`src/rtl/fwd_ext_pkg.sv`:
```
package fwd_ext_pkg;

	// ------------------------------------------------------------------
	// widths and limits
	// ------------------------------------------------------------------
	localparam int WORD_W     = 64;  // one bi-interval word
	localparam int POS_W      = 7;   // query position and min_intv
	localparam int PTR_W      = 7;   // current-match queue pointer
	localparam int READ_NUM_W = 10;
	localparam int ADDR_W     = 32;  // dram line address
	localparam int OCC_DEPTH  = 12;  // latency of the occurrence unit

	typedef logic [WORD_W-1:0] word_t;
	typedef logic [POS_W-1:0]  pos_t;
	typedef logic [PTR_W-1:0]  ptr_t;

	localparam pos_t LEN = 7'd101;  // query length, position limit

	typedef enum logic [5:0] {
		F_INIT  = 6'h00,  // first round, no occurrence result yet
		F_RUN   = 6'h01,
		F_BREAK = 6'h02,
		BCK_INI = 6'h04,  // handed over to the backward phase
		BUBBLE  = 6'h30   // empty slot
	} status_e;

	typedef enum logic [2:0] {
		BASE_A = 3'd0,
		BASE_C = 3'd1,
		BASE_G = 3'd2,
		BASE_T = 3'd3,
		BASE_N = 3'd4    // ambiguous base
	} base_e;

	// ------------------------------------------------------------------
	// item and bus structs
	// ------------------------------------------------------------------
	typedef struct packed {
		word_t x0;
		word_t x1;
		word_t x2;    // interval size
		word_t info;  // query position the interval ends at
	} bi_interval_t;

	typedef struct packed {
		status_e                 status;
		base_e                   query;
		ptr_t                    ptr_curr;
		logic [READ_NUM_W-1:0]   read_num;
		bi_interval_t            ik;
		pos_t                    forward_i;
		pos_t                    min_intv;
	} fwd_item_t;

	typedef struct packed {
		word_t k;
		word_t l;
	} occ_req_t;

	typedef bi_interval_t [3:0] occ_result_t;  // index 0 is base A

	typedef struct packed {
		fwd_item_t    item;
		bi_interval_t chosen;
		logic         update_ik;
	} decided_item_t;

	typedef struct packed {
		fwd_item_t item;
		word_t     k;
		word_t     l;
		word_t     k_minus;
		word_t     l_minus;
	} update_item_t;

	typedef struct packed {
		logic                  we;
		logic [READ_NUM_W-1:0] read_num;
		ptr_t                  addr;
		bi_interval_t          data;
	} curr_write_t;

	typedef struct packed {
		logic                  valid;
		logic [31:0]           value;
		logic [READ_NUM_W-1:0] read_num;
	} ret_t;

	typedef struct packed {
		logic              valid;
		logic [ADDR_W-1:0] addr_k;
		logic [ADDR_W-1:0] addr_l;
	} mem_req_t;

	// the primary row is not stored in the bwt, positions past it shift by one
	function automatic word_t correct_pos(input word_t value, input word_t primary);
		return (value >= primary) ? value - word_t'(1) : value;
	endfunction

endpackage

```
`src/rtl/occ_position_stage.sv`:
```
`timescale 1ns/1ps

module occ_position_stage (
	input  logic                   Clk_32UI,
	input  logic                   reset_BWT_extend,
	input  logic                   stall_i,
	input  fwd_ext_pkg::fwd_item_t item_i,
	input  fwd_ext_pkg::word_t     primary_i,
	output fwd_ext_pkg::occ_req_t  occ_req_o,
	output fwd_ext_pkg::fwd_item_t item_o
);

	fwd_ext_pkg::word_t k_raw;
	fwd_ext_pkg::word_t l_raw;
	logic               at_limit;

	assign k_raw = item_i.ik.x1 - fwd_ext_pkg::word_t'(1);
	assign l_raw = k_raw + item_i.ik.x2;

	// position limit reached, the item cannot extend any further
	assign at_limit = (item_i.status == fwd_ext_pkg::F_RUN) &&
	                  (item_i.forward_i >= fwd_ext_pkg::LEN);

	always_ff @(posedge Clk_32UI) begin
		if (!reset_BWT_extend) begin
			item_o.status <= fwd_ext_pkg::BUBBLE;
		end else if (!stall_i) begin
			item_o <= item_i;
			if (at_limit) begin
				item_o.status <= fwd_ext_pkg::F_BREAK;
			end
			occ_req_o.k <= fwd_ext_pkg::correct_pos(k_raw, primary_i);  // to occurrence unit
			occ_req_o.l <= fwd_ext_pkg::correct_pos(l_raw, primary_i);
		end
	end

endmodule

```
`config.mk`:
```
export PLATFORM = sky130hd
export DESIGN_NAME = occ_position_stage
export DESIGN_NICKNAME = d
export VERILOG_FILES = /design/src/rtl/fwd_ext_pkg.sv /design/src/rtl/occ_position_stage.sv
export SDC_FILE = /design/constraint.sdc
export NUM_CORES = 1
export LEC_CHECK = 0
export BUFFER_PORTS_ARGS = -buffer_cell sky130_fd_sc_hd__buf_2
export CAP_MARGIN = 20
export CELL_PAD_IN_SITES_DETAIL_PLACEMENT = 0
export CELL_PAD_IN_SITES_GLOBAL_PLACEMENT = 2
export CORE_AREA = 2 2 304 306
export DETAILED_ROUTE_END_ITERATION = 8
export DIE_AREA = 0 0 306 308
export PLACE_DENSITY_LB_ADDON = 0.1
export SYNTH_ARGS = -nofsm -noshare
export SYNTH_HDL_FRONTEND = slang
export SYNTH_SLANG_ARGS = --single-unit
```
`constraint.sdc`:
```
create_clock -name Clk_32UI -period 39.6 [get_ports Clk_32UI]
set_input_delay 1.98 -clock Clk_32UI [delete_from_list [all_inputs] [get_ports Clk_32UI]]
set_output_delay 1.98 -clock Clk_32UI [all_outputs]
set_load 0.02 [all_outputs]
```
==> flow_summary.toml <==
[global_route]
grt_max_degree = 76
grt_overflow = 0
grt_pass1_vias = 21493
antenna_found_initial = 34
grt_pass1_wl_mm = 165
grt_use_total_pct = 24.7

[synthesis]
synthCells = 2199
syn_area_per_cell_um2 = 11.4
yosysTopAreaCellShare_pct = 50.3
ys_seq_area_share_pct = 50.8
syn_nets = 2760
synth-edff-count = 418
ys_ff_latch = 424
yosysWarnings = 0
synth_area_um2 = 25000
ys_async_sr_fraction_pct = 0
synthTopCellsByCount = "edfxtp_1, ha_1, nand2_1"
synth_ff_type = "edfxtp_1"
synth_most_common_cell = "edfxtp_1"
synthTopCellsByArea = "edfxtp_1, ha_1, xnor2_1"
synthDistinctLibCells = 104
yosysTopAreaCell = "edfxtp_1"

[min_path]
holdCritStartpoint = "item_o[294]"
hold_path.class = "reg -> reg"

[worst_setup_path]
regToRegStartpoint = "item_o[290]"
cp_common_cell = "nand2_1"
crit_start = "item_i[142]"
worst_path_max_delay_cell = "o21bai_1"
path_class = "in -> reg"
worstPathRequired_ns = 39.97
worstPathArrival_ns = 11.70
slowest_delay_ns = 0.77
worst_setup_path_start_kind = "input port"
critPathMaxFanout = 10
end_kind = "flip-flop"

[detailed_routing]
dr.pass1.iters = 5
wl_met2_mm = 62.5
via_count = 21503
dr.max_layer_used = "met5"
routedWlPerCell_um = 28.4
routed_wirelength_mm = 121
viasPerCell = 5.05
drc = 0
drtAntennaViolNets = 0
dr_wl_met3_mm = 6.26
routedLengthMet1_mm = 49.0
drt_iter0_markers = 1637

[power_and_ir_drop]
leakage_nw = 13.2
p_per_area_nw_per_um2 = 42.5
p_total_mw = 1.36
vdd_ir_drop_max_mv = 0.0324

[placed_design]
dp_hpwl_mm = 103
io_buffers = 786
pre_cts_slack_ns = 27.58
gp_congestion = 0.888
place_inst = 4151
placed_cell_area_um2 = 30400

[timing]
skew_ns = 0
hold_violations = 0
post-route-period-util_pct = 28.6
max_slew_margin_pct = 26.7
drv_slew = 0
min_period_ns = 11.34
max_freq_mhz = 88.2
whs_ns = 0.483
tightest_slew_ns = 1.09
setup_viol = 0
fin_tns_setup_ns = 0
final.setup.worst_slack_ns = 28.26
rsz0062_at_grt = "no"

[cts]
clkLatencyLatePin_ns = 0.62
numCtsBuffers = 51
cts_hold_buf = 0
clock_sinks = 424
root_buffer = "clkbuf_16"
post_cts_buffers = 0
htreeDepth = 2
path_clk_slew_ns = 0.06
cts_tree = "built"
cts_buffer_depth = 3
cts_resized = 0

[layout]
nNetsFinal = 3582
fillCellCount = 9274
instances_no_fill = 4254
final_util_pct = 35.3
finalInstanceArea_um2 = 32100
drive_gt1_share_pct = 31.7
area_delta_synth_final_pct = 28.5

[die]
die_y_um = 308
core-area_um2 = 91000
die_area_um2 = 94200
start_util_pct = 27.4
die_x_um = 306
rows = 111
ios = 787

[outcome]
status = "finished, final reports clean"

[job]
maxCapViolCount = 0
==> cell type report <==
class                   count  area [um2]  area share [%]
well taps                1186        1480            4.63
repair buffers            826        4250            13.2
inverters                 113         424            1.32
clock buffers              59        1330            4.14
flip-flops and latches    424       12700            39.5
multi-input cells        1605       11600            36.1
clock inverters            30         303           0.944
diodes                     11        27.5          0.0858
==> report_power, final <==
part | internal (mW) | switching, mW | total (mW)
registers | 0.535 | 0.00891 | 0.544
clock network | 0.272 | 0.201 | 0.472
logic | 0.113 | 0.235 | 0.348
==> cell families after synthesis <==
logic type	share of synthesized area [%]
adder cells (fa/ha/maj)	9.95
XOR/XNOR	8.00
AND/OR/NAND/NOR	15.9
buffers and inverters	2.86
flip-flops	50.8
multiplexers	0.446
AO/OA/AOI/OAI	12.1
==> sequential cells by signal, summed over array words and instances, names as in the netlist <==
register / cells
occ_req_o: 128
item_o: 296
==> cell usage in the layout, fill, tap and decap left out, types with 10 or more instances in the layout <==
| cell type | netlist | routed |
|---|---|---|
| buf_2 | 31 | 786 |
| edfxtp_1 | 418 | 418 |
| ha_1 | 197 | 197 |
| nand2_1 | 158 | 158 |
| nor2_1 | 156 | 156 |
| xnor2_1 | 138 | 138 |
| inv_1 | 113 | 113 |
| a21oi_1 | 108 | 108 |
| xor2_1 | 90 | 90 |
| nor3_1 | 84 | 84 |
| o21ai_0 | 68 | 68 |
| a21o_1 | 65 | 65 |
| nand4_1 | 61 | 61 |
| nand3_1 | 59 | 59 |
| clkbuf_16 | 0 | 52 |
| buf_4 | 4 | 38 |
| or3_1 | 31 | 31 |
| nor4_1 | 24 | 24 |
| a211oi_1 | 22 | 22 |
| and2_1 | 20 | 20 |
| o21a_1 | 18 | 18 |
| nor2b_1 | 17 | 16 |
| nand3b_1 | 16 | 16 |
| o31ai_1 | 15 | 15 |
| nand4b_1 | 13 | 13 |
| or2_2 | 12 | 12 |
| clkinv_1 | 0 | 12 |
| diode_2 | 0 | 11 |
| o21ai_1 | 11 | 11 |
| and4_1 | 10 | 10 |
| o211ai_1 | 10 | 10 |
| mux2i_1 | 10 | 10 |
| clkinv_2 | 0 | 10 |
==> path summary, 6_finish.rpt <==
check / slack [ns] / endpoint / depth (start not counted)
max: 28.26 / occ_req_o[56] / 30
max reg2reg: 38.94 / item_o[290] / 2
min reg2reg: 0.48 / item_o[294] / 2
min: 0.48 / item_o[294] / 2
==> metal layers <==
| layer | GRT usage [%] | vias up |
|---|---|---|
| met3 | 4.05 | 150 |
| met5 | 0 | - |
| li1 | - | 9977 |
| met2 | 45.7 | 723 |
| met1 | 29.5 | 10641 |
| met4 | 6.38 | 12 |
==> worst max-delay path, delay by kind of cell <==
| kind | cells | cell delay (ns) |
|---|---|---|
| buffers and inverters | 2 | 0.29 |
| XOR/XNOR | 3 | 1.21 |
| adder cells (fa/ha/maj) | 3 | 0.97 |
| AO/OA/AOI/OAI | 8 | 2.59 |
| AND/OR/NAND/NOR | 14 | 4.62 |
Note: power is estimated with default switching activity, not from simulation.
