`src/rtl/fwd_ext_pkg.sv`:
```
package fwd_ext_pkg;

	// ------------------------------------------------------------------
	// widths and limits
	// ------------------------------------------------------------------
	localparam int WORD_W     = 64;  // one bi-interval word
	localparam int POS_W      = 7;   // query position and min_intv
	localparam int PTR_W      = 7;   // current-match queue pointer
	localparam int READ_NUM_W = 10;
	localparam int ADDR_W     = 32;  // dram line address
	localparam int OCC_DEPTH  = 12;  // latency of the occurrence unit

	typedef logic [WORD_W-1:0] word_t;
	typedef logic [POS_W-1:0]  pos_t;
	typedef logic [PTR_W-1:0]  ptr_t;

	localparam pos_t LEN = 7'd101;  // query length, position limit

	typedef enum logic [5:0] {
		F_INIT  = 6'h00,  // first round, no occurrence result yet
		F_RUN   = 6'h01,
		F_BREAK = 6'h02,
		BCK_INI = 6'h04,  // handed over to the backward phase
		BUBBLE  = 6'h30   // empty slot
	} status_e;

	typedef enum logic [2:0] {
		BASE_A = 3'd0,
		BASE_C = 3'd1,
		BASE_G = 3'd2,
		BASE_T = 3'd3,
		BASE_N = 3'd4    // ambiguous base
	} base_e;

	// ------------------------------------------------------------------
	// item and bus structs
	// ------------------------------------------------------------------
	typedef struct packed {
		word_t x0;
		word_t x1;
		word_t x2;    // interval size
		word_t info;  // query position the interval ends at
	} bi_interval_t;

	typedef struct packed {
		status_e                 status;
		base_e                   query;
		ptr_t                    ptr_curr;
		logic [READ_NUM_W-1:0]   read_num;
		bi_interval_t            ik;
		pos_t                    forward_i;
		pos_t                    min_intv;
	} fwd_item_t;

	typedef struct packed {
		word_t k;
		word_t l;
	} occ_req_t;

	typedef bi_interval_t [3:0] occ_result_t;  // index 0 is base A

	typedef struct packed {
		fwd_item_t    item;
		bi_interval_t chosen;
		logic         update_ik;
	} decided_item_t;

	typedef struct packed {
		fwd_item_t item;
		word_t     k;
		word_t     l;
		word_t     k_minus;
		word_t     l_minus;
	} update_item_t;

	typedef struct packed {
		logic                  we;
		logic [READ_NUM_W-1:0] read_num;
		ptr_t                  addr;
		bi_interval_t          data;
	} curr_write_t;

	typedef struct packed {
		logic                  valid;
		logic [31:0]           value;
		logic [READ_NUM_W-1:0] read_num;
	} ret_t;

	typedef struct packed {
		logic              valid;
		logic [ADDR_W-1:0] addr_k;
		logic [ADDR_W-1:0] addr_l;
	} mem_req_t;

	// the primary row is not stored in the bwt, positions past it shift by one
	function automatic word_t correct_pos(input word_t value, input word_t primary);
		return (value >= primary) ? value - word_t'(1) : value;
	endfunction

endpackage

```
`src/rtl/dram_request_stage.sv`:
```
`timescale 1ns/1ps

module dram_request_stage (
	input  logic                      Clk_32UI,
	input  logic                      reset_BWT_extend,
	input  logic                      stall_i,
	input  fwd_ext_pkg::update_item_t item_i,
	input  fwd_ext_pkg::word_t        primary_i,
	output fwd_ext_pkg::mem_req_t     mem_req_o,
	output fwd_ext_pkg::fwd_item_t    item_o
);

	fwd_ext_pkg::word_t pos_k;
	fwd_ext_pkg::word_t pos_l;
	logic               issue;

	assign pos_k = (item_i.k >= primary_i) ? item_i.k_minus : item_i.k;
	assign pos_l = (item_i.l >= primary_i) ? item_i.l_minus : item_i.l;

	// break and backward items need no memory access
	assign issue = (item_i.item.status == fwd_ext_pkg::F_INIT) ||
	               (item_i.item.status == fwd_ext_pkg::F_RUN);

	always_ff @(posedge Clk_32UI) begin
		if (!reset_BWT_extend) begin
			mem_req_o.valid <= 1'b0;
			item_o.status   <= fwd_ext_pkg::BUBBLE;
		end else if (!stall_i) begin
			mem_req_o.valid  <= issue;
			mem_req_o.addr_k <= issue ? {pos_k[34:7], 4'b0000} : '0;  // line address
			mem_req_o.addr_l <= issue ? {pos_l[34:7], 4'b0000} : '0;
			item_o <= item_i.item;
			if (item_i.item.status == fwd_ext_pkg::F_INIT) begin
				item_o.status <= fwd_ext_pkg::F_RUN;
			end
		end
	end

endmodule

```
`config.mk`:
```
export PLATFORM = sky130hd
export DESIGN_NAME = dram_request_stage
export DESIGN_NICKNAME = d
export VERILOG_FILES = /design/src/rtl/fwd_ext_pkg.sv /design/src/rtl/dram_request_stage.sv
export SDC_FILE = /design/constraint.sdc
export NUM_CORES = 1
export LEC_CHECK = 0
export BUFFER_PORTS_ARGS = -buffer_cell sky130_fd_sc_hd__buf_2
export CORE_AREA = 2 2 378 380
export CTS_BUF_LIST = sky130_fd_sc_hd__clkbuf_8
export DETAILED_ROUTE_END_ITERATION = 12
export DIE_AREA = 0 0 380 382
export SYNTH_ARGS = -nofsm -noshare
export SYNTH_HDL_FRONTEND = slang
export SYNTH_SLANG_ARGS = --single-unit
export TNS_END_PERCENT = 1
```
`constraint.sdc`:
```
create_clock -name Clk_32UI -period 27.8 [get_ports Clk_32UI]
set_input_delay 5.56 -clock Clk_32UI [delete_from_list [all_inputs] [get_ports Clk_32UI]]
set_output_delay 5.56 -clock Clk_32UI [all_outputs]
set_load 0.05 [all_outputs]
```
==> impl_metrics.toml, run 1 <==
[placement]
dpl.hpwl_um = 86200
dp_slack_ns = 18.33
placed_cells = 3693
dpl-instance-area_um2 = 21400
place_congestion = 0.837
port-buffer-count = 899

[logic_synthesis]
async_flop_share_pct = 0
synth_top_family_by_area = "adder cells"
synth_flop_cell = "edfxtp_1"
yosys.area.top_type_share_pct = 71.3
synth-compound-area-share_pct = 4.20
synth_seq_area_share_pct = 72.3
yosys-top-cells-area = "edfxtp_1 71%, ha_1 11%, mux2i_1 4.2%, nor2_1 1.9%, inv_1 1.8%"
synth_most_common_cell = "edfxtp_1"
syn-mean-instance-area_um2 = 16.1
synth_xor_area_share_pct = 0
synthAdderAreaFrac_pct = 11.0
synth_enable_flop_cells = 346
ys_ff_latch = 353
syn_inst = 906
yosys.area_share.simple_pct = 5.37
ys_top_cells_by_count = "346 x edfxtp_1, 128 x ha_1, 72 x nor2_1"
ys_types = 39
syn_area_um2 = 14600
synthMuxAreaShare_pct = 4.19
yosys_warnings = 0
synth_top_cell_by_area = "edfxtp_1"

[route]
drt_drc_violations_left = 0
postRouteAntennaNets = 0
drt-total-wl_um = 99500
routed_via_density = 3.17
first_iter_violations = 725
dr.pass1.iters = 4
wire_per_inst_um = 25.8
dr_total_vias = 12200

[setup_path]
arrival_ns = 8.89
end_kind = "register"
criticalPathCategory = "input pin to register"
startpoint = "primary_i[39]"
path_max_fanout = 18
r2r_slack_ns = 27.10
r2r_end = "mem_req_o[64]$_SDFFE_PN0N_"
r2r_cells = 3
r2r-start = "mem_req_o[64]$_SDFFE_PN0N_"
startpoint_type = "input pin"
cp.required_ns = 28.25

[final_layout]
stdcell_area_um2 = 23100
syn_to_final_growth_pct = 58.2
instances_no_fill = 3862
nFillCells = 15900
drive_gt1_share_pct = 52.4
final_nets = 2628
utilization_pct = 16.4

[global_routing]
grt_pass1_wl_um = 123000
grt_max_degree = 146
grt_overflow = 0
grtUsageTotal_pct = 13.2
antenna_found_initial = 149
grt_pass1_vias = 12200

[floorplan]
dieHeight_um = 382
core-area_um2 = 141000
die_w_um = 380
io_pins = 980
initial_core_util_pct = 10.3
fp-row-count = 138
die_area_um2 = 145000

[clock_tree]
cts_sinks = 353
cts_hold_buf = 0
cts_buffers = 76
cts_max_level = 3
root_buffer = "clkbuf_8"
cts-resized-gates = 0
cts_tree = "built"
postCtsSetupRepairBufs = 0
clockBufferDepth = 3
clk_pin_slew_worst_paths_ns = 0.06
clock_latency_ns = 0.71

[power_and_ir_drop]
powerDensity_nw_per_um2 = 67.2
power_mw = 1.55
power.leakage_nw = 9.79
vdd_ir_drop_max_mv = 0.0398

[sta]
finalCritPeriodShare_pct = 30.4
fin_skew_ns = 0
slew_viol_final = 0
fin_crit_ns = 8.44
tightestPinTransition_ns = 1.07
fin_hold_ws_ns = 0.474
fin_tns_setup_ns = 0
hold_viol_final = 0
rsz0062_at_grt = "no"
postLayoutSetupSlackWorst_ns = 19.36
fmax_ghz = 0.118
setup_violations = 0
slew_headroom_pct = 29.0

[run]
drv_cap = 0

[min_path]
worstHoldPathType = "register to register"
hold_path.startpoint = "item_o[294]$_SDFFE_PN1N_"
hold_depth = 2
holdPathEnd = "item_o[294]$_SDFFE_PN1N_"

[run_status]
status = "completed"
==> layout make-up <==
class                   instances  area, µm²  area share (%)
flip-flops and latches        353      10500            45.7
repair buffers                911       4600            20.0
multi-input cells             470       3660            15.9
well taps                    1890       2360            10.3
clock buffers                  76       1050            4.54
clock inverters                64        514            2.23
inverters                      69        259            1.12
diodes                         29       72.6           0.315
==> state kept, by name (all words and copies together), names as in the netlist <==
name	count
mem_req_o	57
item_o	296
==> report_power, final <==
group          switching (mW)  total, mW  internal [mW]  leakage (nW)
registers             0.00919      0.632          0.623          3.24
logic                   0.222      0.299         0.0770          5.70
clock network           0.291      0.617          0.327         0.851
total                   0.522       1.55           1.03          9.79
==> worst max-delay path, stage by stage <==
cell	delay, ns
buf_2	0.07
inv_1	0.05
ha_1	0.31
nand4_1	0.21
nor3_1	0.70
nand3_1	0.30
a31oi_1	0.49
a211oi_1	0.12
a22oi_2	0.26
buf_4	0.38
mux2i_1	0.31
nor2_1	0.08
==> layout by cell type (no fill, tap or decap), types with 3 or more instances in the layout <==
master,n
buf_2,899
edfxtp_1,346
ha_1,128
inv_1,87
clkbuf_8,76
nor2_1,72
mux2i_1,61
a21oi_1,49
nand2_1,44
diode_2,29
clkinv_1,22
o21ai_0,20
nand4_1,13
buf_4,11
nand3_1,10
conb_1,8
clkinv_2,8
a211oi_1,7
bufinv_16,7
dfxtp_1,7
and4_1,6
nor3_1,5
a221oi_1,5
o21ai_1,4
a21o_1,4
nand2b_1,3
or4_1,3
a22oi_2,3
nor2b_1,3
inv_12,3
clkinvlp_4,3
==> cells by family (layout without fill, tap and decap cells) <==
family          count (synthesis)  in the layout
fa+ha+maj                     128            128
flops                         353            353
simple gates                  169            169
compound gates                104            104
mux                            61             61
other cells                     1             37
buf+inv                        90           1120
==> per-layer routing <==
layer / up-vias / GRT usage, % / wire length (µm)
met5: - / 0 / 454
met4: 68 / 3.75 / 2780
met3: 210 / 7.12 / 12000
met2: 790 / 22.2 / 47900
met1: 5719 / 14.3 / 36400
li1: 5440 / - / -
==> how the worst max path moves through the flow <==
stage          slack, ns  cells past startpoint                          end
6_report           19.36                     12  mem_req_o[17]$_SDFFCE_PN0P_
5_1_grt            19.18                     12  mem_req_o[17]$_SDFFCE_PN0P_
4_1_cts            19.15                     12  mem_req_o[17]$_SDFFCE_PN0P_
3_5_place_dp       18.33                     12  mem_req_o[17]$_SDFFCE_PN0P_
3_3_place_gp       18.33                     12  mem_req_o[17]$_SDFFCE_PN0P_
2_1_floorplan       5.83                      2          item_o[0]$_DFFE_PP_
Note: power is estimated with default switching activity, not from simulation.
==> run 2, diff against run 1 <==
- CORE_AREA: 2 2 378 380 -> 2 2 385 387
- DIE_AREA: 0 0 380 382 -> 0 0 387 389
- clock period: 27.8 -> 7.1 ns (I/O delays scaled with it)
==> run 2 against run 1 <==
  * Largest power group unchanged
  * First-iteration DRC count down 16%
  * Worst setup slack worse by 16 ns
  * Die area up 3.7%
  * Power rose to 3.8 times the previous value
  * Combinational power rose to 3.9 times the previous value
  * Clock skew unchanged
  * Core utilization down 0.70 points
==> impl_metrics.toml, run 2 (same netlist as run 1, synthesis figures left out) <==
[floorplan]
initial_core_util_pct = 9.94
fp-row-count = 141
core-area_um2 = 147000
io_pins = 980
dieHeight_um = 389
die_w_um = 387
die_area_um2 = 151000

[power_and_ir_drop]
sw_frac_of_total_pct = 34.2
p_seq_share_pct = 42.2
clock_power_share_pct = 37.8
powerDensity_nw_per_um2 = 256
power.leakage_nw = 9.75
vdd_ir_drop_max_mv = 0.176
p_comb_share_pct = 20.0
netSwitchingPower_mw = 2.01
internal_power_mw = 3.86

[sta]
fmax_ghz = 0.251
tightestPinTransition_ns = 1.05
fin_tns_setup_ns = 0
fin_crit_ns = 3.98
rsz0062_at_grt = "no"
finalCritPeriodShare_pct = 56.0
fin_skew_ns = 0
hold_viol_final = 0
setup_violations = 0
slew_viol_final = 0
slew_headroom_pct = 29.7

[clock_tree]
clock_latency_ns = 0.75
clk_pin_slew_worst_paths_ns = 0.06
cts-resized-gates = 0
cts_buffers = 74
clockBufferDepth = 3
cts_hold_buf = 0
cts_tree = "built"
cts_max_level = 3
cts_sinks = 353
root_buffer = "clkbuf_8"
postCtsSetupRepairBufs = 0

[global_routing]
grt_overflow = 0
antenna_found_initial = 175
grt_max_degree = 111
grtUsageTotal_pct = 13.5
grt_pass1_wl_um = 129000
grt_pass1_vias = 12100

[final_layout]
final_nets = 2626
final_cell_mix = "899 x buf_2, 346 x edfxtp_1, 128 x ha_1, 91 x inv_1, 76 x clkbuf_8"
utilization_pct = 15.7
final_common_cell = "buf_2"
largestRegisters = "item_o x296, mem_req_o x57"
top_register = "item_o"
largest_reg_flops = 296
drive_gt1_share_pct = 52.5
syn_to_final_growth_pct = 57.6
instances_no_fill = 3897

[min_path]
worstHoldPathType = "register to register"
hold_path.startpoint = "item_o[295]$_SDFFE_PN1N_"
holdPathEnd = "item_o[295]$_SDFFE_PN1N_"
hold_depth = 2

[route]
postRouteAntennaNets = 0
first_iter_violations = 610
drt-total-wl_um = 106000
drt_drc_violations_left = 0
dr_total_vias = 12400
dr.pass1.iters = 5
wire_per_inst_um = 27.2
routed_via_density = 3.19

[run_status]
status = "completed"

[setup_path]
criticalPathCategory = "input pin to register"
startpoint_type = "input pin"
path_max_fanout = 18
r2r_end = "mem_req_o[64]$_SDFFE_PN0N_"
r2r-start = "mem_req_o[64]$_SDFFE_PN0N_"
arrival_ns = 4.45
cp.required_ns = 7.57
r2r_cells = 3
end_kind = "register"
r2r_slack_ns = 6.39

[run]
drv_cap = 0

[placement]
port-buffer-count = 899
placed_cells = 3733
dpl.hpwl_um = 92400
place_congestion = 0.819
-- run 2: cell count changes in the layout (fill, tap and decap cells not counted), sizes merged --
cell      delta
clkinv       -8
diode        +5
inv          +4
bufinv       -4
clkinvlp     -2
-- run 2: how the worst max path moves through the flow --
stage                                              to          start
after floorplan                   item_o[0]$_DFFE_PP_        stall_i
after global placement    mem_req_o[16]$_SDFFCE_PN0P_    item_i[142]
after detailed placement  mem_req_o[16]$_SDFFCE_PN0P_    item_i[142]
after CTS                 mem_req_o[16]$_SDFFCE_PN0P_    item_i[142]
after global routing      mem_req_o[28]$_SDFFCE_PN0P_  primary_i[14]
final                     mem_req_o[16]$_SDFFCE_PN0P_    item_i[142]
-- run 2: critical path: stages --
cell and delay [ns]:
buf_2 0.13, ha_1 0.32, nand4_1 0.17, or3_1 0.39
or4_1 0.61, a31oi_1 0.31, a211oi_1 0.09, a22oi_2 0.22
buf_4 0.39, mux2i_1 0.26, nor2_1 0.06
-- run 2: through the flow --
| step | worst slack (ns) | hold slack (ns) | power [mW] | area (µm²) |
|---|---|---|---|---|
| floorplan | -0.00608 | 0.748 | 3.24 | 14600 |
| global placement | 2.40 | 0.458 | 3.71 | 21500 |
| detailed placement | 2.30 | 0.474 | 3.72 | 21500 |
| CTS | 3.19 | 0.489 | 6.03 | 22900 |
| global route | 3.03 | 0.523 | 6.14 | 22900 |
| finish | 3.12 | 0.497 | 5.87 | 23000 |
-- run 2: power by group through the flow --
stage               combinational, mW  sequential (mW)  clock, mW
floorplan                       0.244             3.00          0
global placement                 1.19             2.51          0
detailed placement               1.20             2.52          0
CTS                              1.21             2.48       2.34
global route                     1.24             2.49       2.41
finish                           1.17             2.48       2.22
-- run 2: cell type report --
class	count	area [µm²]
repair buffers	911	4600
clock buffers	76	1050
multi-input cells	470	3660
well taps	1930	2410
clock inverters	54	358
flip-flops and latches	353	10500
fillers	16400	124000
inverters	69	259
diodes	34	85.1
-- run 2: metal layers --
| metal | wire, µm | global-route usage [%] | vias up |
|---|---|---|---|
| li1 | - | - | 5438 |
| met5 | 415 | 0 | - |
| met4 | 2970 | 3.55 | 68 |
| met3 | 13300 | 6.44 | 255 |
| met1 | 39400 | 15.5 | 5799 |
| met2 | 49800 | 22.5 | 857 |
==> run 3, diff against run 2 <==
- clock period: 7.1 -> 3.55 ns (I/O delays scaled with it)
==> run 3 against run 2 <==
  * Highest routed layer unchanged
  * Clock-buffer cell count fell by 1
  * First-iteration DRC count rose by 12%
  * Die area is the same
  * Clock skew is the same
  * Combinational power is 110% higher
  * Largest cell class unchanged
  * Sequential cell count is the same
  * Non-clock buffer count increased by 49
  * Critical path depth increased by 2
  * Register-to-register slack worse by 3.6 ns
==> impl_metrics.toml, run 3 (same netlist as run 1, synthesis figures left out) <==
[floorplan]
io_pins = 980
fp-row-count = 141
core-area_um2 = 147000
dieHeight_um = 389
initial_core_util_pct = 9.94
die_area_um2 = 151000
die_w_um = 387

[placement]
dpl.hpwl_um = 92800
place_congestion = 0.824
port-buffer-count = 899
placed_cells = 3778

[final_layout]
final_common_cell = "buf_2"
drive_gt1_share_pct = 53.7
multi_input_area_um2 = 3660
top_register = "item_o"
largest_reg_flops = 296
instances_no_fill = 3953
syn_to_final_growth_pct = 61.9
final_nets = 2675
nFillCells = 16300
largestRegisters = "item_o x296, mem_req_o x57"
final_cell_mix = "899 x buf_2, 346 x edfxtp_1, 128 x ha_1, 82 x inv_1, 75 x clkbuf_8"
ff_latch_area_um2 = 10500

[route]
wire_per_inst_um = 26.7
dr_total_vias = 12700
postRouteAntennaNets = 0
drt_drc_violations_left = 0
drt-total-wl_um = 105000
dr.pass1.iters = 5
first_iter_violations = 682
routed_via_density = 3.20

[sta]
setup_violations = 0
hold_viol_final = 0
rsz0062_at_grt = "no"
fin_skew_ns = 0
finalCritPeriodShare_pct = 83.5
fin_tns_setup_ns = 0
tightestPinTransition_ns = 0.909
fin_crit_ns = 2.96
slew_headroom_pct = 39.4
slew_viol_final = 0
fmax_ghz = 0.337

[setup_path]
cpPeakStageDelay_ns = 0.42
arrival_ns = 3.41
cp_slowest_cell = "or4_1"
cp_top_family = "simple AND/OR/NAND/NOR gates"
cp.required_ns = 4.00
worstPathBufferInverterCount = 4
startpoint_type = "input pin"
criticalPathCategory = "input pin to register"
path_cells = "buf_2 -> inv_1 -> ha_1 -> nand4_1 -> or3_1 -> or4_1 -> a31oi_1 -> buf_4 -> a211oi_1 -> a22oi_2 -> buf_4 -> mux2i_1 -> nor2_1"
path_max_fanout = 10
path_common_cell = "buf_4"
end_kind = "register"

[clock_tree]
clk_pin_slew_worst_paths_ns = 0.07
cts-resized-gates = 0
cts_sinks = 353
clock_latency_ns = 0.72
root_buffer = "clkbuf_8"
cts_tree = "built"
clockBufferDepth = 3
cts_max_level = 3
cts_buffers = 74

[global_routing]
grt_pass1_wl_um = 129000
grt_overflow = 0
grt_max_degree = 78
grt_pass1_vias = 12600
antenna_found_initial = 171
grtUsageTotal_pct = 13.5

[power_and_ir_drop]
power.leakage_nw = 10.0
vdd_ir_drop_max_mv = 0.335
powerDensity_nw_per_um2 = 512

[min_path]
worstHoldPathType = "input pin to register"

[run_status]
status = "completed"

[run]
drv_cap = 0
-- run 3: area by class of cell --
cell class,count,share of cell area [%]
Timing Repair Buffer,960,21.6
Multi-Input combinational cell,470,15.5
Clock inverter,57,2.08
Tap cell,1930,10.2
Inverter,69,1.10
Sequential cell,353,44.6
Clock buffer,75,4.38
Antenna cell,39,0.414
-- run 3: per-stage QoR --
step / instance area [µm²] / util, % / worst slack, ns / hold WS, ns / total power [mW]
3_3_place_gp: 21900 / 15.0 / -0.147 / 0.463 / 7.48
2_1_floorplan: 14600 / - / -2.85 / 0.748 / 6.49
6_report: 23600 / 16.1 / 0.586 / 0.140 / 12.1
4_1_cts: 23500 / 16.0 / 0.645 / 0.0141 / 12.4
3_5_place_dp: 21900 / 15.0 / -0.202 / 0.485 / 7.51
5_1_grt: 23500 / 16.0 / 0.532 / 0.0371 / 12.6
-- run 3: timing repair --
| action | in CTS | in global routing |
|---|---|---|
| buffers inserted | 0 | 0 |
| hold buffers | 4 | 0 |
| endpoints found under the setup margin | 0 | 0 |
| endpoints found under the hold margin | 4 | 0 |
-- run 3: power breakdown --
group	switching [mW]	total, mW	internal [mW]
combinational	1.75	2.42	0.667
sequential	0.0806	4.96	4.88
clock	2.18	4.70	2.52
total	4.01	12.1	8.07
-- run 3: final timing paths --
path	start	cells after the start	to	slack (ns)
worst max register to register	mem_req_o[64]$_SDFFE_PN0N_	3	mem_req_o[64]$_SDFFE_PN0N_	2.83
worst max-delay path	primary_i[10]	13	mem_req_o[23]$_SDFFCE_PN0P_	0.59
worst min-delay path	item_i[357]	1	item_o[101]$_DFFE_PP_	0.14
worst min register to register	item_o[295]$_SDFFE_PN1N_	2	item_o[295]$_SDFFE_PN1N_	0.49
-- run 3: metal layers --
layer	global-route usage (%)	share of wire, %	vias up
li1	-	-	5545
met1	14.9	37	5921
met2	22.6	47	854
met3	7.18	12	258
met4	3.32	2.8	80
met5	0	0.52	-
