[src/rtl/fwd_ext_pkg.sv]
package fwd_ext_pkg;

	// ------------------------------------------------------------------
	// widths and limits
	// ------------------------------------------------------------------
	localparam int WORD_W     = 64;  // one bi-interval word
	localparam int POS_W      = 7;   // query position and min_intv
	localparam int PTR_W      = 7;   // current-match queue pointer
	localparam int READ_NUM_W = 10;
	localparam int ADDR_W     = 32;  // dram line address
	localparam int OCC_DEPTH  = 12;  // latency of the occurrence unit

	typedef logic [WORD_W-1:0] word_t;
	typedef logic [POS_W-1:0]  pos_t;
	typedef logic [PTR_W-1:0]  ptr_t;

	localparam pos_t LEN = 7'd101;  // query length, position limit

	typedef enum logic [5:0] {
		F_INIT  = 6'h00,  // first round, no occurrence result yet
		F_RUN   = 6'h01,
		F_BREAK = 6'h02,
		BCK_INI = 6'h04,  // handed over to the backward phase
		BUBBLE  = 6'h30   // empty slot
	} status_e;

	typedef enum logic [2:0] {
		BASE_A = 3'd0,
		BASE_C = 3'd1,
		BASE_G = 3'd2,
		BASE_T = 3'd3,
		BASE_N = 3'd4    // ambiguous base
	} base_e;

	// ------------------------------------------------------------------
	// item and bus structs
	// ------------------------------------------------------------------
	typedef struct packed {
		word_t x0;
		word_t x1;
		word_t x2;    // interval size
		word_t info;  // query position the interval ends at
	} bi_interval_t;

	typedef struct packed {
		status_e                 status;
		base_e                   query;
		ptr_t                    ptr_curr;
		logic [READ_NUM_W-1:0]   read_num;
		bi_interval_t            ik;
		pos_t                    forward_i;
		pos_t                    min_intv;
	} fwd_item_t;

	typedef struct packed {
		word_t k;
		word_t l;
	} occ_req_t;

	typedef bi_interval_t [3:0] occ_result_t;  // index 0 is base A

	typedef struct packed {
		fwd_item_t    item;
		bi_interval_t chosen;
		logic         update_ik;
	} decided_item_t;

	typedef struct packed {
		fwd_item_t item;
		word_t     k;
		word_t     l;
		word_t     k_minus;
		word_t     l_minus;
	} update_item_t;

	typedef struct packed {
		logic                  we;
		logic [READ_NUM_W-1:0] read_num;
		ptr_t                  addr;
		bi_interval_t          data;
	} curr_write_t;

	typedef struct packed {
		logic                  valid;
		logic [31:0]           value;
		logic [READ_NUM_W-1:0] read_num;
	} ret_t;

	typedef struct packed {
		logic              valid;
		logic [ADDR_W-1:0] addr_k;
		logic [ADDR_W-1:0] addr_l;
	} mem_req_t;

	// the primary row is not stored in the bwt, positions past it shift by one
	function automatic word_t correct_pos(input word_t value, input word_t primary);
		return (value >= primary) ? value - word_t'(1) : value;
	endfunction

endpackage

[src/rtl/interval_update.sv]
`timescale 1ns/1ps

module interval_update (
	input  logic                       Clk_32UI,
	input  logic                       reset_BWT_extend,
	input  logic                       stall_i,
	input  fwd_ext_pkg::decided_item_t item_i,
	output fwd_ext_pkg::update_item_t  item_o
);

	logic                      adopt;
	fwd_ext_pkg::bi_interval_t ik_next;
	fwd_ext_pkg::pos_t         fwd_next;
	fwd_ext_pkg::word_t        k_next;
	fwd_ext_pkg::word_t        l_next;

	assign adopt = (item_i.item.status == fwd_ext_pkg::F_RUN) && item_i.update_ik;

	always_comb begin
		ik_next  = item_i.item.ik;
		fwd_next = item_i.item.forward_i;
		if (adopt) begin
			ik_next.x0   = item_i.chosen.x0;
			ik_next.x1   = item_i.chosen.x1;
			ik_next.x2   = item_i.chosen.x2;
			ik_next.info = fwd_ext_pkg::word_t'(item_i.item.forward_i) +
			               fwd_ext_pkg::word_t'(1);  // i + 1
			fwd_next     = item_i.item.forward_i + fwd_ext_pkg::pos_t'(1);
		end
	end

	// positions for the next round, primary correction picks one later
	assign k_next = ik_next.x1 - fwd_ext_pkg::word_t'(1);
	assign l_next = k_next + ik_next.x2;

	always_ff @(posedge Clk_32UI) begin
		if (!reset_BWT_extend) begin
			item_o.item.status <= fwd_ext_pkg::BUBBLE;
		end else if (!stall_i) begin
			item_o.item           <= item_i.item;
			item_o.item.ik        <= ik_next;
			item_o.item.forward_i <= fwd_next;
			item_o.k              <= k_next;
			item_o.l              <= l_next;
			item_o.k_minus        <= k_next - fwd_ext_pkg::word_t'(1);
			item_o.l_minus        <= l_next - fwd_ext_pkg::word_t'(1);
		end
	end

endmodule

[config.mk]
export PLATFORM = sky130hd
export DESIGN_NAME = interval_update
export DESIGN_NICKNAME = d
export VERILOG_FILES = /design/src/rtl/fwd_ext_pkg.sv /design/src/rtl/interval_update.sv
export SDC_FILE = /design/constraint.sdc
export NUM_CORES = 1
export LEC_CHECK = 0
export BUFFER_PORTS_ARGS = -buffer_cell sky130_fd_sc_hd__buf_2
export CAP_MARGIN = 25
export CORE_AREA = 2 2 431 433
export DETAILED_ROUTE_END_ITERATION = 6
export DIE_AREA = 0 0 433 435
export PLACE_DENSITY = 0.4
export SYNTH_ARGS = -nofsm -noshare
export SYNTH_HDL_FRONTEND = slang
export SYNTH_SLANG_ARGS = --single-unit
[constraint.sdc]
create_clock -name Clk_32UI -period 71.1 [get_ports Clk_32UI]
set_input_delay 3.555 -clock Clk_32UI [delete_from_list [all_inputs] [get_ports Clk_32UI]]
set_output_delay 3.555 -clock Clk_32UI [all_outputs]
set_load 0.05 [all_outputs]
==> summary.md, run 1 <==
Walking the worst path, the cells encountered are buf_2, nor4b_4, buf_4, nand2_8, mux2i_1, ha_1, nor4b_1, o211ai_1, o2bb2a_1, and2_1, nand2_1, xnor2_1, ha_1, a21oi_1, o21ai_0, a21oi_1, a21oi_1, nor4_1, o31ai_1, xnor2_1, a2111oi_0, nand4_1, nor4b_1, xor2_1. Power spread over the standard cell area amounts to 25.87 mW/mm2. The share of the synthesized area in the top cell type was 0.5526; the pin count of the biggest net entering global routing was 137. The number of vias per cell is 4.126, and the clock-pin slew on the worst setup and hold paths is 0.05 ns. The initial standard-cell utilization of the core was 0.1609; the number of I/O port buffers was 1043.

The largest registers in the layout are item_o: 551 flops. The run gives 25767 as the number of global-route vias before repair. The slowest stage of the critical path belongs to the cell sky130_fd_sc_hd__nor4_1. The measured slew at the worst slew-check pin is 1.031 ns, and the number of max-capacitance violations reported is 0. The cell type with the highest occurrence count on the critical path is sky130_fd_sc_hd__a21oi_1. Adding up every negative setup slack in the final design gives 0 ns.

In the synthesized netlist, the number of instances is 2737. The cell area after synthesis came out at 0.02961 mm2. For this run, the slowest stage of the critical path takes 0.81 ns. The internal portion of the total power is 680.9 uW.

Register name with the most flops: item_o. The tools report the relative contribution of sequential cells to total power as 0.377. The run gives 0.68 ns as the clock insertion delay at the later pin of the skew report. By area the synthesized netlist is led by sky130_fd_sc_hd__edfxtp_1, sky130_fd_sc_hd__nand2_1, sky130_fd_sc_hd__xnor2_1, sky130_fd_sc_hd__xor2_1, sky130_fd_sc_hd__ha_1. The tools report the number of iterations in the first detailed-routing pass as 5. Final-report max-slew violation count: 0. Post-detailed-route wirelength per cell: 24.17 um.

Type of the setup path with the least slack: input pin to flip-flop. For the worst setup path, the data required time is 71.53 ns. The final estimated routing congestion in global placement is 0.8962, and the share of flip-flops with an asynchronous set or reset after synthesis is 0.

With fillers left out, the area of the finished cells amounts to 0.04072 mm2. The run finished with clean final reports. The relative contribution of the clock network to total power came out at 0.374. For the overall power consumption, the log shows 1053 uW. Subtracting the final worst setup slack from the clock period gives 12.58 ns. The run gives 0 as the remaining global-route overflow.

Setup violations remaining at the end of the flow were counted as 0. After clock tree synthesis, the repair step resized 0 gates. The switching power share of the total works out to 0.3535.

The logs give 0.07946 GHz for the highest clock rate and 0 for the number of post-CTS setup repair buffers. The H-tree was split into 3 levels. Largest driver fanout on the critical path: 61. The clock net in this run drives a total of 551 sinks. The die is 433 um wide.

In this run the power spent charging and discharging nets is 372.3 uW. Launching element type of the critical path: an input pin. At the worst endpoint, the arrival time is 13.01 ns. Number of buffers added by the clock tree synthesis step: 77. The run gives 29 as the number of antenna violations at the first check in global routing. The cell sitting at the root of the clock tree is a sky130_fd_sc_hd__clkbuf_16. Setup repair after global routing left no endpoint under its margin.

The max-slew headroom at the worst pin was 0.3084; the standard cell area after detailed placement was 0.03808 mm2. For the hold violation total from the final report, the log shows 0. A synthesized cell averages 10.82 um2. The count of flip-flops with a built-in enable after synthesis was 545. The final core utilization is 0.2212, and the number of synthesis warnings is 0. The tools report the combinational share of power as 0.249. The tools report the top-level port count as 1108. After the first detailed-routing iteration, the DRC count stood at 1766. For the synthesized net count, the log shows 3363. In the final design database the tool counted 4446 nets. Compared with the post-synthesis result, the final layout area differs by 37.48%. The number of distinct library cell variants in the gate-level netlist after synthesis was 97. Part of the cycle the worst path needs: 0.1770. The die outline height is 435 um. The standard cell core area was 0.1840 mm2; the portion of the post-synthesis area used by sequential elements was 0.5567.

The critical path buffer and inverter count came out at 2. The run gives 0.1884 mm2 as the full die area. TritonCTS built the clock tree. The run gives 26324 as the via count.

Among all flip-flop cells after synthesis, the most frequent one is sky130_fd_sc_hd__edfxtp_1. For this block, the routed nets add up to 154200 um of wire. Counting along the longest clock path gives a buffer depth of 3.

The logs give 0.01540 mV for the worst vdd rail ir drop and 0 for the antenna violation net count after detailed routing. For the final setup skew, the log shows 0 ns. Aggregate global-route resource usage: 0.1574. The detailed-route DRC error count was 0; the flop and latch count out of synthesis was 551.

Grouping stages by cell kind, the critical path spends the most delay in simple AND/OR/NAND/NOR gates. The ratio of cells with drive above 1 in the final layout is 0.3348, and the count of hold buffers inserted by post-cts repair is 0. The register with the most flip-flops in the layout has 551 of them. The kind of end point of the critical path is a flip-flop. The cell taking the most area after synthesis was sky130_fd_sc_hd__edfxtp_1. The run gives 126300 um as the half-perimeter wire length after placement. The tools report the first-pass GRT wire length as 207300 um. The worst hold path belongs to the class flip-flop to flip-flop.

The analysis attributes to cell leakage a power of 0.01652 uW. The placement row count is 158.
## metal layers
metal / share of wire / track usage / vias up
met2: 0.53 / 0.2959 / 886
li1: - / - / 12235
met1: 0.38 / 0.1736 / 12990
met5: 0.00026 / 0 / -
met3: 0.051 / 0.02877 / 205
met4: 0.034 / 0.05809 / 8
## final cells by class
class,instances,area [um2]
Antenna cell,17,42.54
Timing Repair Buffer,1116,5843
Sequential cell,551,16490
Inverter,80,300.3
Clock inverter,51,554.3
Tap cell,2480,3103
Multi-Input combinational cell,1994,12410
Fill cell,20215,143300
Clock buffer,91,1979
## synthesized netlist by cell type, types with 13 or more instances
| library cell | count |
|---|---|
| sky130_fd_sc_hd__nand2_1 | 564 |
| sky130_fd_sc_hd__edfxtp_1 | 545 |
| sky130_fd_sc_hd__nor2_1 | 136 |
| sky130_fd_sc_hd__xnor2_1 | 122 |
| sky130_fd_sc_hd__nor3_1 | 101 |
| sky130_fd_sc_hd__xor2_1 | 100 |
| sky130_fd_sc_hd__a21oi_1 | 97 |
| sky130_fd_sc_hd__clkbuf_1 | 85 |
| sky130_fd_sc_hd__and2_1 | 83 |
| sky130_fd_sc_hd__inv_1 | 80 |
| sky130_fd_sc_hd__o21ai_0 | 79 |
| sky130_fd_sc_hd__ha_1 | 69 |
| sky130_fd_sc_hd__mux2i_1 | 63 |
| sky130_fd_sc_hd__or3_1 | 54 |
| sky130_fd_sc_hd__nor4_1 | 52 |
| sky130_fd_sc_hd__nand4_1 | 50 |
| sky130_fd_sc_hd__nand3_1 | 41 |
| sky130_fd_sc_hd__a211oi_1 | 33 |
| sky130_fd_sc_hd__a21o_1 | 31 |
| sky130_fd_sc_hd__or4_1 | 23 |
| sky130_fd_sc_hd__o211ai_1 | 20 |
| sky130_fd_sc_hd__and3_1 | 17 |
| sky130_fd_sc_hd__o21a_1 | 17 |
| sky130_fd_sc_hd__o31ai_1 | 15 |
| sky130_fd_sc_hd__nand2b_1 | 14 |
| sky130_fd_sc_hd__a211o_1 | 13 |
| sky130_fd_sc_hd__or2_2 | 13 |
## layout by cell type (no fill, tap or decap), types with 20 or more instances in the layout
cell type | Yosys | routed
sky130_fd_sc_hd__nor3_1 | 101 | 101
sky130_fd_sc_hd__buf_2 | 8 | 1044
sky130_fd_sc_hd__a21oi_1 | 97 | 97
sky130_fd_sc_hd__or3_1 | 54 | 54
sky130_fd_sc_hd__or4_1 | 23 | 23
sky130_fd_sc_hd__a21o_1 | 31 | 31
sky130_fd_sc_hd__xnor2_1 | 122 | 120
sky130_fd_sc_hd__nor4_1 | 52 | 52
sky130_fd_sc_hd__clkbuf_16 | 0 | 77
sky130_fd_sc_hd__edfxtp_1 | 545 | 545
sky130_fd_sc_hd__xor2_1 | 100 | 100
sky130_fd_sc_hd__and2_1 | 83 | 83
sky130_fd_sc_hd__ha_1 | 69 | 69
sky130_fd_sc_hd__nand4_1 | 50 | 50
sky130_fd_sc_hd__o21ai_0 | 79 | 78
sky130_fd_sc_hd__o211ai_1 | 20 | 20
sky130_fd_sc_hd__a211oi_1 | 33 | 32
sky130_fd_sc_hd__inv_1 | 80 | 80
sky130_fd_sc_hd__nor2_1 | 136 | 136
sky130_fd_sc_hd__buf_4 | 4 | 67
sky130_fd_sc_hd__mux2i_1 | 63 | 61
sky130_fd_sc_hd__nand3_1 | 41 | 41
sky130_fd_sc_hd__nand2_1 | 564 | 564
## power groups by stage
stage / clock network [uW] / logic, uW / registers, uW
finish: 394 / 262 / 397
global placement: 0 / 264 / 404
floorplan: 0 / 75.8 / 505
CTS: 410 / 265 / 398
global route: 420 / 277 / 400
detailed placement: 0 / 265 / 404
## per-stage QoR
step / worst slack (ns) / hold slack (ns) / std cells
detailed placement: 57.67 / 0.4640 / 6219
floorplan: 42.10 / 0.7518 / 2737
global placement: 57.23 / 0.4597 / 6216
finish: 58.52 / 0.4751 / 6380
global route: 57.97 / 0.5221 / 6375
CTS: 58.46 / 0.4811 / 6361
## kinds of logic after synthesis
group | share of synthesized area
simple gates | 0.2058
buf+inv | 0.02607
compound gates | 0.09126
flops | 0.5567
xor+xnor | 0.06642
fa+ha+maj | 0.02983
mux | 0.02396
## tightest hold or removal path: cells and delay by family (launching register included)
kind          cells  cell delay [ns]
mux               1             0.07
simple gates      1             0.06
flops             1             0.32
## final timing paths
kind	start	endpoint	slack, ns	cells past startpoint
setup / recovery	item_i[549]	item_o[63]	58.52	24
hold / removal	item_o[550]	item_o[550]	0.48	2
setup reg to reg	item_o[546]	item_o[546]	70.49	2
hold reg to reg	item_o[550]	item_o[550]	0.48	2
No activity file was read; power rests on OpenSTA's default activity.
==> inputs of run 2 (changes only) <==
ABC_AREA = 1   (was unset)
CORE_AREA = 2 2 429 431   (was 2 2 431 433)
DIE_AREA = 0 0 431 433   (was 0 0 433 435)
PLACE_DENSITY = 0.42   (was 0.4)
clock period = 13.1 ns   (was 71.1 ns; I/O delays follow)
==> run 2 against run 1 <==
Net effect:
- synthesized area is 12% higher
- count of clock-buffer cells in the layout is the same
- synthesized cell count rose by 52%
- sequential share of layout area decreased by 2.6 points
- worst setup slack got worse by 53 ns
- via count increased by 24%
- total power increased to 5.5 times the previous value
- combinational power increased to 5.8 times the previous value
- critical path depth increased by 4
- non-clock buffer count is 52 lower
- clock power rose to 5.3 times the previous value
- sequential cell count stayed put
- critical path type unchanged
- critical endpoint is now item_o[50]
- largest cell class unchanged
- highest routed layer unchanged
==> summary.md, run 2 <==
The run finished with clean final reports. Setup violations remaining at the end of the flow were counted as 0. The final setup skew came out at 0 ns. By startpoint and endpoint, the worst setup path is classified as input pin to flip-flop. Ratio of cells with drive above 1 in the final layout: 0.2598. The overall power consumption is 5768 uW, and the portion of the post-synthesis area used by sequential elements is 0.4977. Static timing analysis puts the maximum clock frequency at 0.1302 GHz. Yosys mapped the design onto 42 distinct sky130hd cell types. For this run, the leading register cell type out of synthesis is sky130_fd_sc_hd__edfxtp_1. Setup slack closes at 5.419 ns. The floorplan step set the die height to 433 um. The critical path buffer and inverter count came out at 6. Setup repair after global routing left no endpoint under its margin. The largest driver fanout on the critical path is 130, and the clock insertion delay at the later pin of the skew report is 0.69 ns. The logs give 0 for the hold violation total from the final report and 3 for the maximum clock path buffer count. Final hold analysis gives a worst-case slack of 0.1286 ns.

The logs give 23 for the number of antenna violations at the first check in global routing and 4163 for the post-synthesis cell count. The worst setup path is launched from an input pin. The antenna violation net count after detailed routing is 0.

The run gives 0 as the detailed-route DRC error count. Number of global-route vias before repair: 31857. Among all cell types in the netlist, the one instantiated most often is sky130_fd_sc_hd__nand2_1.

Across the run, the number of max-cap violations was 0. The critical path required time was 13.53 ns; the final-report max-slew violation count was 0. In this run the power density over the cells is 132.5 mW/mm2. The post-synthesis to final-layout area growth came out at 31.42%. The routed layout has 32529 vias. By area the synthesized netlist is led by sky130_fd_sc_hd__edfxtp_1, sky130_fd_sc_hd__nand2_1, sky130_fd_sc_hd__nor2_1, sky130_fd_sc_hd__inv_1, sky130_fd_sc_hd__nand3_1. Of all cell types, the one taking the most synthesized area is sky130_fd_sc_hd__edfxtp_1.

The top-level port count was 1108. The floorplan step defined a die boundary enclosing 0.1866 mm2. The run gives 255700 um as the first-pass GRT wire length. The width of the chip is 431 um. Cell with the largest stage delay on the worst path: sky130_fd_sc_hd__xnor2_1.

Port buffering added 1043 buffers. The tightest min-delay check is of the input pin to flip-flop type. More flip-flops sit in one register than any other, and that register is item_o.

Post-CTS timing repair inserted 0 buffers for setup. The clock-pin slew on the worst setup and hold paths was 0.06 ns. The post-cts sizing count is 0, and the part of the cycle the worst path needs is 0.5864.

In this design, the largest share of critical-path delay is due to simple AND/OR/NAND/NOR gates. The aggregate global-route resource usage was 0.1973. For the worst vdd rail ir drop, the log shows 0.09122 mV. The final estimated routing congestion in global placement was 0.9640; the half-perimeter wire length after placement was 160900 um. The tools report the standard cell area after detailed placement as 0.04110 mm2.

The library cells used most frequently in the layout, excluding fill and tap cells, are sky130_fd_sc_hd__nand2_1, sky130_fd_sc_hd__buf_2, sky130_fd_sc_hd__edfxtp_1. The initial standard-cell utilization of the core came out at 0.1819. The kind of end point of the critical path was a flip-flop. The largest registers in the layout are item_o: 551 flops. The tools report the number of buffers added by the clock tree synthesis step as 73.

The placement row count was 157; the share of the synthesized area in the top cell type was 0.4941. At the worst endpoint, the arrival time is 8.11 ns. The logs give 0 ns for the accumulated negative setup slack and 5860 for the total number of nets in the final design. The first TritonRoute pass finished after 6 iterations.

The pin count of the biggest net entering global routing was 166; the share of flip-flops with an asynchronous set or reset after synthesis was 0. The routed design could run at a clock period as short as 7.682 ns. The register with the most flip-flops in the layout has 551 of them. The clock net in this run drives a total of 551 sinks. The synthesized net count is 4789. For this block, the initial DRC count from the detailed router was 2451. The core region is 0.1821 mm2. The count of hold buffers inserted by post-cts repair was 0; the count of flip-flops with a built-in enable after synthesis was 545. The synthesized design contains 551 register bits. Sorting the synthesized cells by how often they occur yields sky130_fd_sc_hd__nand2_1, sky130_fd_sc_hd__edfxtp_1, sky130_fd_sc_hd__nor2_1. The measured slew at the worst slew-check pin is 1.086 ns, and the standby leakage power is 0.01969 uW. Leaving out fill and tap cells, the most frequent cell in the layout is sky130_fd_sc_hd__nand2_1. For the cell area after synthesis, the log shows 0.03313 mm2. CTS placed an instance of sky130_fd_sc_hd__clkbuf_16 at the clock tree root. In this run the number of H-tree levels came out at 3. The most numerous cell type found on the critical path is sky130_fd_sc_hd__nand2_1. The pre-CTS worst setup slack was 4.625 ns.

TritonCTS built the clock tree. The remaining global-route overflow was 0; the post-detailed-route wirelength per cell was 24.68 um. The Yosys step of the flow raised 0 warnings.

The max-slew headroom at the worst pin is 0.2763. In the routed layout, each cell is associated on average with a via count of 4.232. The delay of the slowest cell on the worst path is 0.76 ns, and the final instance area is 0.04353 mm2. For this block, the routed nets add up to 189700 um of wire.

The mean instance size in the synthesized netlist was 7.957 um2.
-- run 2: worst paths after layout --
kind                    start           to  slack (ns)  cells past startpoint
hold reg to reg   item_o[551]  item_o[551]        0.47                      2
setup reg to reg  item_o[550]  item_o[550]       12.45                      2
hold / removal    item_i[260]  item_o[259]        0.13                      1
setup / recovery  item_i[548]   item_o[50]        5.42                     28
-- run 2: final cells by class --
cell class / count / area (um2)
fill: 20383 / 138600
sequential: 551 / 16490
multi-input combinational: 3030 / 14310
timing repair buffer: 1064 / 5390
tap: 2385 / 2984
clock buffer: 91 / 1947
inverter: 514 / 1934
clock inverter: 42 / 457.9
antenna: 10 / 25.02
-- run 2: kinds of logic (layout without fill, tap and decap cells) --
logic type / count (synthesis) / in the layout / synth area share
AOI/OAI and AO/OA: 193 / 193 / 0.03063
xor gates and xnor gates: 117 / 117 / 0.03116
adders and majority gates: 70 / 70 / 0.02667
buffers and inverters: 582 / 1711 / 0.07086
DFF: 551 / 551 / 0.4977
other: 0 / 10 / 0
and+or+nand+nor: 2650 / 2650 / 0.3430
-- run 2: per-stage QoR --
stage | utilization | std cells
6_report | 0.2391 | 7687
5_1_grt | 0.2390 | 7680
4_1_cts | 0.2389 | 7676
3_5_place_dp | 0.2257 | 7543
3_3_place_gp | 0.2257 | 7543
2_1_floorplan | - | 4163
-- run 2: metal layers --
metal | GRT usage | part of all wire
met2 | 0.3351 | 0.48
met3 | 0.03589 | 0.055
met1 | 0.2532 | 0.44
met4 | 0.05982 | 0.028
met5 | 0 | 0.000084
-- run 2: power by group --
group          internal [uW]  total [uW]  switching (uW)
logic                    319        1530            1210
clock network           1200        2070             869
registers               2120        2170            49.2
total                   3640        5770            2130
==> inputs of run 3 (changes only) <==
clock period = 7.94 ns   (was 13.1 ns; I/O delays follow)
==> run 3 against run 2 <==
Net effect:
- total power is 67% higher
- global-route usage rose by 0.57 points
- largest power group unchanged
- cell area grew 4.7%
- combinational power up 71%
- highest routed layer unchanged
- utilization increased by 1.1 points
- largest cell class unchanged
==> summary.md, run 3 (synthesis gave the netlist of run 2 again) <==
The run finished with clean final reports. The detailed router's first-iteration violation count was 2359; the detailed-route DRC error count was 0. The critical path buffer and inverter count was 7. For the aggregate global-route resource usage, the log shows 0.2029. The count of cells in the finished layout, fillers not included, comes to 7895. Launching point of the worst reg2reg path: item_o[549]. Among the stages of the critical path, the cell type that occurs most often is sky130_fd_sc_hd__nand2_1. The delay of the slowest cell on the worst path came out at 0.55 ns.

Leaving out fill and tap cells, the most frequent cell in the layout is sky130_fd_sc_hd__nand2_1. The worst-case IR drop observed on VDD is 0.1362 mV. The top-level port count was 1108; the overall routed net length was 195800 um. The maximum clock path buffer count came out at 3. The worst register-to-register path has a depth of 3. The areal power density over the cells was 210.8 mW/mm2; the ratio of cells with drive above 1 in the final layout was 0.2535.

The tools report the final setup skew as 0 ns. The library cells used most frequently in the layout, excluding fill and tap cells, are sky130_fd_sc_hd__nand2_1, sky130_fd_sc_hd__buf_2, sky130_fd_sc_hd__edfxtp_1. The tools report the kind of end point of the critical path as a flip-flop. The run gives 166300 um as the half-perimeter wire length after placement. The floorplan has 157 rows. The internal reg-to-reg setup slack was 6.73 ns; the number of setup violations in the final report was 0.

The worst hold path was traced through 3 stages. The clock net sink count came out at 551. The initial standard-cell utilization of the core was 0.1819. The root buffer cell chosen for the clock tree is sky130_fd_sc_hd__clkbuf_16.

Derived from the worst setup path, the maximum achievable clock frequency is 0.1419 GHz. The die outline height is 433 um. The logs give 106 for the pin count of the biggest net entering global routing and 0 for the post-cts sizing count. In this run the worst setup path terminates at item_o[60]. The number of fill cells is 20313.

Detailed routing inserted a total of 33404 vias. The hold violation total from the final report is 0, and the first-pass GRT wire length is 262000 um. STA puts the critical path data arrival time at 7.48 ns. Counting the buffers created by CTS gives 73. Setup repair after global routing left no endpoint under its margin. The post-synthesis to final-layout area growth was 37.56%. The kind of cell adding the most delay to the critical path was simple AND/OR/NAND/NOR gates. The class of the most critical hold timing path was input pin to flip-flop. The count of nets left with antenna violations once routing finished came out at 0. Number of iterations in the first detailed-routing pass: 6. For this design the static power due to leakage is 0.02056 uW. The max-slew headroom at the worst pin is 0.2406. Buffers placed on the I/O ports in this run total 1043. The number of placed instances, taps included, is 7562. In this run the critical register-to-register path is captured at item_o[549]. Summing internal, switching and leakage power gives 9606 uW. Max-cap violations in this run came to 0. STA puts the critical path data required time at 8.38 ns. The clock-pin slew on the worst setup and hold paths is 0.06 ns.

The largest registers in the layout are item_o: 551 flops. The part of the cycle the worst path needs is 0.8877. Measured along the x axis, the die boundary spans 431 um. The number of vias per cell is 4.231, and the number of global-route vias before repair is 32731.

The run gives 0.9569 as the final estimated routing congestion in global placement. The run gives 0 as the remaining global-route overflow. The slowest stage of the critical path is the sky130_fd_sc_hd__dlygate4sd3_1 cell. The type of the setup path with the least slack is input pin to flip-flop. The floorplan step defined a die boundary enclosing 0.1866 mm2. The number of antenna violations at the first check in global routing was 28; the flip-flop count of the largest register after layout was 551.

The cell depth of the worst setup path was 35; the number of H-tree branching levels was 3. The final-report max-slew violation count is 0, and the post-detailed-route wirelength per cell is 24.80 um. The run gives 0.1821 mm2 as the standard cell core area.

The clock insertion delay at the later pin of the skew report came out at 0.69 ns. TritonCTS built the clock tree. Of all nets on the critical path, the largest fanout is 78. Source of the critical timing path: item_i[548]. The register name with the most flops is item_o. The launching element type of the critical path is an input pin. The total number of nets in the final design was 6070. Measured slew at the worst slew-check pin: 1.127 ns. The post-layout minimum cycle time is 7.048 ns.
==> run 3: cell count changes in the layout (fill, tap and decap cells not counted), sizes merged <==
cell | previous run | this run
inv | 520 | 518
clkinv | 27 | 30
clkbuf | 92 | 87
dlygate4sd3 | 0 | 192
clkinvlp | 2 | 5
buf | 1063 | 1082
diode | 10 | 8
==> run 3: worst min path at each step <==
| stage | start | endpoint |
|---|---|---|
| final | item_i[517] | item_o[516] |
| after global routing | item_i[239] | item_o[508] |
| after floorplan | item_i[257] | item_o[256] |
| after global placement | item_o[550] | item_o[550] |
| after CTS | item_i[434] | item_o[433] |
| after detailed placement | item_o[551] | item_o[551] |
==> run 3: area by class of cell <==
| class | instances | area, um2 | area share |
|---|---|---|---|
| flip-flops and latches | 551 | 16490 | 0.3618 |
| multi-input cells | 3030 | 14310 | 0.3140 |
| repair buffers | 1274 | 7460 | 0.1637 |
| well taps | 2385 | 2984 | 0.06549 |
| inverters | 514 | 1947 | 0.04272 |
| clock buffers | 87 | 1879 | 0.04124 |
| clock inverters | 46 | 483.0 | 0.01060 |
| diodes | 8 | 20.02 | 0.0004393 |
==> run 3: power by group <==
part	total, uW	internal (uW)	switching (uW)
registers	3580	3490	82.1
logic	2620	600	2020
clock network	3410	1940	1470
total	9610	6030	3570
==> run 3: worst reg2reg max path: cells and delay by family, from the launching register on <==
family | cells | cell delay (ns)
DFF | 1 | 0.31
AOI/OAI and AO/OA | 2 | 0.22
buffers and inverters | 1 | 0.56
==> run 3: what timing repair did <==
action	in CTS	in global routing
hold buffers	192	0
hold endpoints to repair	137	0
setup buffers	0	0
==> run 3: layer usage <==
metal	share of wire	GRT usage	wire length, um
met3	0.062	0.03717	12180
met5	0.00031	0	60
met1	0.44	0.2639	85770
met4	0.034	0.07138	6667
met2	0.47	0.3357	91090
==> run 3: through the flow <==
stage                     utilization  cell area (um2)  setup WS, ns  hold slack [ns]  setup TNS (ns)
after floorplan                     -            33150       -0.9369           0.4959         -510.59
after global placement         0.2266            41260        0.8280           0.4611               0
after detailed placement       0.2266            41260        0.8545           0.4792               0
after CTS                      0.2501            45550         1.011        0.0009313               0
after global routing           0.2502            45560        0.4826          0.02019               0
final                          0.2502            45570        0.8919          0.04812               0
